<file path="src/rtl/lsu_settings.svh">
/*
 * LSU build settings
 * Word and address widths and the outstanding-transaction limit
 */
`ifndef LSU_SETTINGS_SVH
`define LSU_SETTINGS_SVH

// Data word width in bits
`define LSU_DATA_W 32

// Byte address width in bits
`define LSU_ADDR_W 32

// Maximum number of bus transactions awaiting a response
`define LSU_DEPTH 2

`endif
</file>
<file path="src/rtl/lsu_bus_pkg.sv">
/*
 * LSU memory bus types
 * Byte enables and the data word as seen in byte lanes
 */
`default_nettype none
`include "lsu_settings.svh"

package lsu_bus_pkg;

  // One enable bit per byte lane
  typedef logic [`LSU_DATA_W/8-1:0] lsu_be_t;

  // One bus word seen as byte lanes or as halfwords
  // Store data rotation works on bytes
  // Load extraction picks bytes or halfwords from the same word
  typedef union packed
  {
    logic [`LSU_DATA_W/8-1:0][7:0]   b;
    logic [`LSU_DATA_W/16-1:0][15:0] h;
  } lsu_word_u;

endpackage

`default_nettype wire

</file>
<file path="src/rtl/lsu_op_pkg.sv">
/*
 * LSU operation types
 * Access size encoding of load and store instructions
 */
`default_nettype none

package lsu_op_pkg;

  // Access size as decoded by the core
  // Encoding matches funct3[1:0] of RV32 loads and stores
  typedef enum logic [1:0]
  {
    LSU_SIZE_BYTE = 2'b00,
    LSU_SIZE_HALF = 2'b01,
    LSU_SIZE_WORD = 2'b10
  } lsu_size_e;

endpackage

`default_nettype wire

</file>
<file path="src/rtl/lsu_top.sv">
/*
 * Load/store unit top level
 * Connects address phase, transaction control and read alignment
 * to the core pipeline and the request/grant memory bus
 */
`timescale 1ns/1ps
`default_nettype none
`include "lsu_settings.svh"

module lsu_top
  import lsu_op_pkg::*, lsu_bus_pkg::*;
(
  input  logic                   clk,
  input  logic                   rst_n,
  // Core, address phase
  input  logic                   valid_0_i,
  input  logic [`LSU_DATA_W-1:0] operand_a_i,
  input  logic [`LSU_DATA_W-1:0] operand_b_i,
  input  logic [`LSU_DATA_W-1:0] wdata_i,
  input  logic                   we_i,
  input  lsu_size_e              size_i,
  input  logic                   sext_i,
  output logic                   ready_0_o,
  output logic                   split_0_o,
  // Core, response phase
  output logic                   valid_1_o,
  output logic [`LSU_DATA_W-1:0] rdata_1_o,
  output logic                   busy_o,
  // Memory bus
  output logic                   req_o,
  input  logic                   gnt_i,
  output logic [`LSU_ADDR_W-1:0] addr_o,
  output logic                   we_o,
  output lsu_be_t                be_o,
  output logic [`LSU_DATA_W-1:0] wdata_o,
  input  logic                   rvalid_i,
  input  logic [`LSU_DATA_W-1:0] rdata_i
);

  logic       ex_done;
  lsu_size_e  size_q;
  logic [1:0] offset_q;
  logic       sext_q;
  logic       we_q;
  logic       split_q;

  lsu_addr_phase addr_phase_i
  (
    .clk         ( clk         ),
    .rst_n       ( rst_n       ),
    .valid_0_i   ( valid_0_i   ),
    .operand_a_i ( operand_a_i ),
    .operand_b_i ( operand_b_i ),
    .wdata_i     ( wdata_i     ),
    .we_i        ( we_i        ),
    .sext_i      ( sext_i      ),
    .size_i      ( size_i      ),
    .ex_done_i   ( ex_done     ),
    .addr_o      ( addr_o      ),
    .be_o        ( be_o        ),
    .wdata_o     ( wdata_o     ),
    .we_o        ( we_o        ),
    .split_o     ( split_0_o   ),
    .size_q_o    ( size_q      ),
    .offset_q_o  ( offset_q    ),
    .sext_q_o    ( sext_q      ),
    .we_q_o      ( we_q        ),
    .split_q_o   ( split_q     )
  );

  lsu_txn_ctrl txn_ctrl_i
  (
    .clk       ( clk       ),
    .rst_n     ( rst_n     ),
    .valid_0_i ( valid_0_i ),
    .split_i   ( split_0_o ),
    .gnt_i     ( gnt_i     ),
    .rvalid_i  ( rvalid_i  ),
    .req_o     ( req_o     ),
    .ready_0_o ( ready_0_o ),
    .ex_done_o ( ex_done   ),
    .valid_1_o ( valid_1_o ),
    .busy_o    ( busy_o    )
  );

  lsu_rdata_align rdata_align_i
  (
    .clk        ( clk       ),
    .rst_n      ( rst_n     ),
    .rvalid_i   ( rvalid_i  ),
    .rdata_i    ( rdata_i   ),
    .size_q_i   ( size_q    ),
    .offset_q_i ( offset_q  ),
    .sext_q_i   ( sext_q    ),
    .we_q_i     ( we_q      ),
    .split_q_i  ( split_q   ),
    .split_i    ( split_0_o ),
    .rdata_1_o  ( rdata_1_o )
  );

endmodule

`default_nettype wire

</file>
<file path="src/rtl/lsu_rdata_align.sv">
/*
 * LSU read data alignment
 * Merges the two parts of a split load, extracts the addressed
 * byte or halfword and extends it to a full word
 */
`timescale 1ns/1ps
`default_nettype none
`include "lsu_settings.svh"

module lsu_rdata_align
  import lsu_op_pkg::*, lsu_bus_pkg::*;
(
  input  logic                   clk,
  input  logic                   rst_n,
  input  logic                   rvalid_i,
  input  logic [`LSU_DATA_W-1:0] rdata_i,
  input  lsu_size_e              size_q_i,
  input  logic [1:0]             offset_q_i,
  input  logic                   sext_q_i,
  input  logic                   we_q_i,
  input  logic                   split_q_i,
  input  logic                   split_i,
  output logic [`LSU_DATA_W-1:0] rdata_1_o
);

  lsu_word_u              resp_u;
  lsu_word_u              first_q;
  logic                   split_acc;
  logic [`LSU_DATA_W-1:0] word;
  logic [15:0]            half;
  logic [7:0]             byte_sel;

  assign resp_u = rdata_i;

  // Stage-1 access spans two bus words
  always_comb
  begin
    case (size_q_i)
      LSU_SIZE_WORD: split_acc = (offset_q_i != 2'b00);
      LSU_SIZE_HALF: split_acc = (offset_q_i == 2'b11);
      default:       split_acc = 1'b0;
    endcase
  end

  // Lower part of a split load
  always_ff @(posedge clk)
  begin
    if (rvalid_i && !we_q_i && split_acc)
    begin
      first_q <= resp_u;
    end
  end

  //////////////////////////////////////////////////////////////////////
  // Lane selection
  //////////////////////////////////////////////////////////////////////

  // Upper lanes of the first word, then low lanes of the second
  always_comb
  begin
    case (offset_q_i)
      2'b01:   word = {resp_u.b[0], first_q.b[3:1]};
      2'b10:   word = {resp_u.h[0], first_q.h[1]};
      2'b11:   word = {resp_u.b[2:0], first_q.b[3]};
      default: word = resp_u;
    endcase
  end

  always_comb
  begin
    case (offset_q_i)
      2'b01:   half = resp_u.b[2:1];
      2'b10:   half = resp_u.h[1];
      2'b11:   half = {resp_u.b[0], first_q.b[3]};
      default: half = resp_u.h[0];
    endcase
  end

  assign byte_sel = resp_u.b[offset_q_i];

  // Sign or zero extension
  always_comb
  begin
    case (size_q_i)
      LSU_SIZE_BYTE: rdata_1_o = {{(`LSU_DATA_W-8){sext_q_i && byte_sel[7]}}, byte_sel};
      LSU_SIZE_HALF: rdata_1_o = {{(`LSU_DATA_W-16){sext_q_i && half[15]}}, half};
      default:       rdata_1_o = word;
    endcase
  end

  // Once a first part is granted stage 1 holds that split access
  assert property (@(posedge clk) disable iff (!rst_n) split_i ##1 split_q_i |-> split_acc);

endmodule

`default_nettype wire

</file>
<file path="src/rtl/lsu_txn_ctrl.sv">
/*
 * LSU transaction control
 * Counts outstanding bus transactions, gates the request and
 * generates the address-phase and response-phase handshakes
 */
`timescale 1ns/1ps
`default_nettype none
`include "lsu_settings.svh"

module lsu_txn_ctrl
(
  input  logic clk,
  input  logic rst_n,
  input  logic valid_0_i,
  input  logic split_i,
  input  logic gnt_i,
  input  logic rvalid_i,
  output logic req_o,
  output logic ready_0_o,
  output logic ex_done_o,
  output logic valid_1_o,
  output logic busy_o
);

  logic [1:0] cnt_q;
  logic [1:0] cnt_d;
  logic       count_up;
  logic       count_down;
  logic       last_q;
  logic       stage1_free;

  // Stage 1 holds the control of one access
  // The second part of a split shares it with the first part
  // Any other access waits until the older response returns
  assign stage1_free = (cnt_q == 2'd0) || !last_q || rvalid_i;

  assign req_o     = valid_0_i && (cnt_q < `LSU_DEPTH) && stage1_free;
  assign ex_done_o = req_o && gnt_i;

  // Core is released on the grant of the last part only
  assign ready_0_o = ex_done_o && !split_i;

  // First part of a split load stays internal
  assign valid_1_o = rvalid_i && last_q;

  assign busy_o = (cnt_q != 2'd0) || req_o;

  //////////////////////////////////////////////////////////////////////
  // Outstanding transaction counter
  //////////////////////////////////////////////////////////////////////

  assign count_up   = ex_done_o;
  assign count_down = rvalid_i;

  always_comb
  begin
    case ({count_up, count_down})
      2'b10:   cnt_d = cnt_q + 2'd1;
      2'b01:   cnt_d = cnt_q - 2'd1;
      default: cnt_d = cnt_q;
    endcase
  end

  always_ff @(posedge clk, negedge rst_n)
  begin
    if (!rst_n)
    begin
      cnt_q  <= 2'd0;
      last_q <= 1'b1;
    end
    else
    begin
      cnt_q <= cnt_d;
      // Cleared by a granted first part, set again by its response
      if (ex_done_o && split_i)
      begin
        last_q <= 1'b0;
      end
      else if (rvalid_i)
      begin
        last_q <= 1'b1;
      end
    end
  end

  assert property (@(posedge clk) disable iff (!rst_n) rvalid_i |-> cnt_q != 2'd0);

  // No wrap below zero
  assert property (@(posedge clk) disable iff (!rst_n) cnt_q == 2'd0 |=> cnt_q <= 2'd1);

  assert property (@(posedge clk) disable iff (!rst_n) cnt_q <= `LSU_DEPTH);

endmodule

`default_nettype wire

</file>
<file path="src/rtl/lsu_addr_phase.sv">
/*
 * LSU address phase
 * Forms the bus address, byte enables and lane-rotated store data,
 * splits misaligned accesses into two parts and captures stage-1 control
 */
`timescale 1ns/1ps
`default_nettype none
`include "lsu_settings.svh"

module lsu_addr_phase
  import lsu_op_pkg::*, lsu_bus_pkg::*;
(
  input  logic                   clk,
  input  logic                   rst_n,
  // Core request
  input  logic                   valid_0_i,
  input  logic [`LSU_DATA_W-1:0] operand_a_i,
  input  logic [`LSU_DATA_W-1:0] operand_b_i,
  input  logic [`LSU_DATA_W-1:0] wdata_i,
  input  logic                   we_i,
  input  logic                   sext_i,
  input  lsu_size_e              size_i,
  input  logic                   ex_done_i,
  // Bus request fields
  output logic [`LSU_ADDR_W-1:0] addr_o,
  output lsu_be_t                be_o,
  output logic [`LSU_DATA_W-1:0] wdata_o,
  output logic                   we_o,
  output logic                   split_o,
  // Control for the response stage
  output lsu_size_e              size_q_o,
  output logic [1:0]             offset_q_o,
  output logic                   sext_q_o,
  output logic                   we_q_o,
  output logic                   split_q_o
);

  logic [`LSU_ADDR_W-1:0] addr;
  logic [1:0]             offset;
  logic                   split_q;
  lsu_be_t                be_mask;
  logic [7:0]             be_wide;
  lsu_word_u              wdata_u;
  lsu_word_u              wdata_rot;

  // Base plus offset
  assign addr   = operand_a_i + operand_b_i;
  assign offset = addr[1:0];

  // Words off a word boundary and halfwords at offset 3 need two parts
  always_comb
  begin
    split_o = 1'b0;
    if (valid_0_i && !split_q)
    begin
      case (size_i)
        LSU_SIZE_WORD: split_o = (offset != 2'b00);
        LSU_SIZE_HALF: split_o = (offset == 2'b11);
        default:       split_o = 1'b0;
      endcase
    end
  end

  //////////////////////////////////////////////////////////////////////
  // Request fields
  //////////////////////////////////////////////////////////////////////

  always_comb
  begin
    case (size_i)
      LSU_SIZE_BYTE: be_mask = 4'b0001;
      LSU_SIZE_HALF: be_mask = 4'b0011;
      default:       be_mask = 4'b1111;
    endcase
  end

  // Enables over this word and the next one
  // The upper lanes are what the second part still has to write
  assign be_wide = {4'b0000, be_mask} << offset;
  assign be_o    = split_q ? be_wide[7:4] : be_wide[3:0];

  // Second part goes to the next aligned word
  assign addr_o = split_q ? {addr[`LSU_ADDR_W-1:2] + 1'b1, 2'b00} : addr;
  assign we_o   = we_i;

  // Rotate store data so byte 0 lands on the addressed lane
  assign wdata_u = wdata_i;

  always_comb
  begin
    for (int i = 0; i < $bits(lsu_be_t); i++)
    begin
      wdata_rot.b[i] = wdata_u.b[2'(i - offset)];
    end
  end

  assign wdata_o = wdata_rot;

  //////////////////////////////////////////////////////////////////////
  // Split tracking and stage-1 control
  //////////////////////////////////////////////////////////////////////

  // High while the second part of a split is in the address phase
  always_ff @(posedge clk, negedge rst_n)
  begin
    if (!rst_n)
    begin
      split_q <= 1'b0;
    end
    else if (!valid_0_i)
    begin
      split_q <= 1'b0;
    end
    else if (ex_done_i)
    begin
      split_q <= split_o;
    end
  end

  assign split_q_o = split_q;

  always_ff @(posedge clk, negedge rst_n)
  begin
    if (!rst_n)
    begin
      size_q_o   <= LSU_SIZE_BYTE;
      offset_q_o <= 2'b00;
      sext_q_o   <= 1'b0;
      we_q_o     <= 1'b0;
    end
    else if (ex_done_i)
    begin
      size_q_o   <= size_i;
      offset_q_o <= offset;
      sext_q_o   <= sext_i;
      we_q_o     <= we_i;
    end
  end

endmodule

`default_nettype wire

</file>
<file path="config.mk">
export PLATFORM = sky130hd
export DESIGN_NAME = lsu_top
export DESIGN_NICKNAME = d
export VERILOG_FILES = /design/src/rtl/lsu_bus_pkg.sv /design/src/rtl/lsu_op_pkg.sv /design/src/rtl/lsu_top.sv /design/src/rtl/lsu_rdata_align.sv /design/src/rtl/lsu_txn_ctrl.sv /design/src/rtl/lsu_addr_phase.sv
export VERILOG_INCLUDE_DIRS = /design/src /design/src/rtl
export SDC_FILE = /design/constraint.sdc
export NUM_CORES = 1
export LEC_CHECK = 0
export ABC_CLOCK_PERIOD_IN_PS = 11100
export BUFFER_PORTS_ARGS = -buffer_cell sky130_fd_sc_hd__buf_2
export CAP_MARGIN = 10
export CORE_UTILIZATION = 30
export CTS_BUF_LIST = sky130_fd_sc_hd__clkbuf_4
export DETAILED_ROUTE_END_ITERATION = 12
export GPL_TIMING_DRIVEN = 0
export PLACE_DENSITY = 0.5
export SYNTH_ARGS = -nofsm -noshare
export SYNTH_HDL_FRONTEND = slang
export SYNTH_SLANG_ARGS = --single-unit
export TNS_END_PERCENT = 10
</file>
<file path="constraint.sdc">
create_clock -name clk -period 11.1 [get_ports clk]
set_input_delay 1.665 -clock clk [delete_from_list [all_inputs] [get_ports clk]]
set_output_delay 1.665 -clock clk [all_outputs]
set_load 0.05 [all_outputs]
</file>
==> metrics <==
post-synth top area share 21.70%; Ant. Diodes 0; Initial Util 30.61%; synthesized area 0.006435 mm²; CTS sink cnt 34; Post-CTS Setup Repair Bufs 0; vias in the first global route 6601; Worst setup SP type input pin; status finished, final reports clean; Detailed Place HPWL 18.58 mm; CP Class in2out; static leakage 3.384 nW; Max clock buf depth 2; crit path max fanout 5; routability cong. 0.8750; Vias 6977; Post-Layout Cell Count 1249; total power 1.947 mW; worst path arrival time 5.84 ns; setup TNS 0 ns; cells after synthesis 724; Post-synth EDFFs 24; H-tree levels 2; Initial DRC Count 397; total track usage 20.60%; final worst-path cycle share 67.64%; post-synthesis average cell area 8.888 µm²; first-pass GRT wire length 36.15 mm; #FFs+latches synth 34; die height 148.5 µm; vias per cell 5.586; CTS tree done; Tmin final 7.508 ns; Clock Latency Late Sink 0.37 ns; Net Sw Frac 63.23%; max-cap viol count 0; share of cells above drive strength 1 35.73%; area leader, netlist mux4_2; placed cell count 1241; Rel. slew slack 21.07%; post-synthesis sequential area ratio 15.11%; drt drc 0; drt total wl 22.95 mm; power per cell area 240.5 mW/mm²; Worst Tran Pin Value 1.183 ns; Net Count, Synth 904; Post-synth top cells 81 x nand2_1, 64 x nor2_1, 62 x mux4_2; top cells by area, synth mux4_2 22%, edfxtp_1 11%, ha_1 8.2%; Core Footprint 0.02102 mm²; fin util 38.52%; nets@finish 1153; YS warnings 0; combinational share of power 84.8%; largest net degree at the start of global routing 25; most frequent cell after synthesis nand2_1; Clk pwr share 6.2%; Setup crit end kind primary output; Final Max Slew Viols 0; count of final hold-check violations 0; Hold Slack 0.5049 ns; die width 148.5 µm; Synth cell types 82; Pint 715.9 µW; DR pass1 iterations 5; Die Area 0.02204 mm²; NetSw 1.231 mW; row count 53; achievable clock frequency 133.2 MHz; cts repair resizes 0; Avg WL per Cell 18.37 µm; # IOs 243; TritonCTS buffer count 5; Post-synth ARST share 29.41%; CTS root buf clkbuf_4; hold buffers post-CTS 0; Hold Crit Class reg2reg; Reg clk slew, reported paths 0.11 ns; antenna violations before repair 0; share of power burned in registers 9.1%; clk_skew 0.03642 ns; Max IR drop VDD 0.1348 mV; Synth Flop Type edfxtp_1; Final setup violation count 0; Port Buffers 242; grt total ovfl 0; RSZ-0062 raised after global routing false; P&R area growth vs syn 25.82%; Req. time, crit path 9.44 ns; Routed Antenna Nets 0
## through the flow
| step | setup WS [ns] | cell area (µm²) |
|---|---|---|
| final | 3.592 | 8097 |
| after global routing | 3.291 | 8097 |
| after CTS | 3.595 | 8097 |
| after detailed placement | 3.597 | 7990 |
| after global placement | 3.612 | 7990 |
| after floorplan | 4.129 | 6435 |
## final timing paths
path / from / end / slack [ns] / cells after the start
max: operand_a_i[0] / addr_o[29] / 3.59 / 13
min in group asynchronous: rst_n / addr_phase_i.size_q_o[0]$_DFFE_PN0P_ / 1.15 / 1
min reg2reg: txn_ctrl_i.cnt_q[1]$_DFFE_PN0P_ / txn_ctrl_i.cnt_q[1]$_DFFE_PN0P_ / 0.50 / 1
max reg2reg: addr_phase_i.offset_q_o[0]$_DFFE_PN0P_ / rdata_align_i.first_q[15]$_DFFE_PP_ / 7.16 / 6
max in group asynchronous: rst_n / txn_ctrl_i.last_q$_DFFE_PN1P_ / 9.69 / 1
min: txn_ctrl_i.cnt_q[1]$_DFFE_PN0P_ / txn_ctrl_i.cnt_q[1]$_DFFE_PN0P_ / 0.50 / 1
## worst max-delay path, stage by stage
cell	delay (ns)
buf_2	0.10
ha_1	0.23
fa_1	0.45
a211oi_1	0.46
o21a_1	0.31
nor2_1	0.12
a2111oi_4	0.31
and3_1	0.35
nand4_1	0.26
nor3_1	0.71
nor4b_1	0.39
xnor2_1	0.19
buf_2	0.30
## per-layer routing
metal / share of wire, % / up-vias / track usage, %
li1: - / 3316 / -
met1: 46 / 3418 / 29.08
met2: 48 / 233 / 34.46
met3: 5.4 / 10 / 2.485
met4: 0.47 / 0 / 2.371
met5: 0 / - / 0
## final cells by class
type / instances / area, µm²
fill: 2231 / 12920
multi-input combinational: 626 / 5214
timing repair buffer: 242 / 1211
sequential: 34 / 972.2
tap: 275 / 344.1
buffer: 50 / 196.4
clock inverter: 3 / 68.82
inverter: 14 / 52.55
clock buffer: 5 / 37.54
## placed cells by master (no fill, tap or decap), types with 9 or more instances in the layout
master and n:
nand4_1 11, a21o_1 11, nor3_1 15, clkbuf_1 38, xor2_1 14, ha_1 42, nor2_1 64, nand3_1 14
dfrtp_1 9, mux4_2 62, mux2_2 11, a21oi_1 52, inv_1 14, edfxtp_1 24, mux2i_1 9, buf_2 245
and3_1 11, o21ai_0 43, xnor2_1 38, nand2_1 81
## logic make-up after synthesis
family                   share of synthesized area [%]
AO/OA/AOI/OAI                                    20.96
adder cells (fa/ha/maj)                          8.477
XOR/XNOR                                         7.078
AND/OR/NAND/NOR                                  19.48
flip-flops                                       15.11
buffers and inverters                            3.869
multiplexers                                     25.02
## sequential cells by signal (all words and copies together), names as in the netlist
| signal | flops |
|---|---|
| addr_phase_i.we_q_o | 1 |
| rdata_align_i.first_q | 24 |
| addr_phase_i.split_q_o | 1 |
| addr_phase_i.size_q_o | 2 |
| addr_phase_i.sext_q_o | 1 |
| txn_ctrl_i.last_q | 1 |
| txn_ctrl_i.cnt_q | 2 |
| addr_phase_i.offset_q_o | 2 |
## power groups by stage
stage	clock [mW]	combinational (mW)	sequential, mW
3_5_place_dp	0	1.65	0.179
6_report	0.120	1.65	0.176
2_1_floorplan	0	1.26	0.174
3_3_place_gp	0	1.65	0.179
4_1_cts	0.123	1.65	0.177
5_1_grt	0.127	1.75	0.179
(Power assumes the default switching activity.)
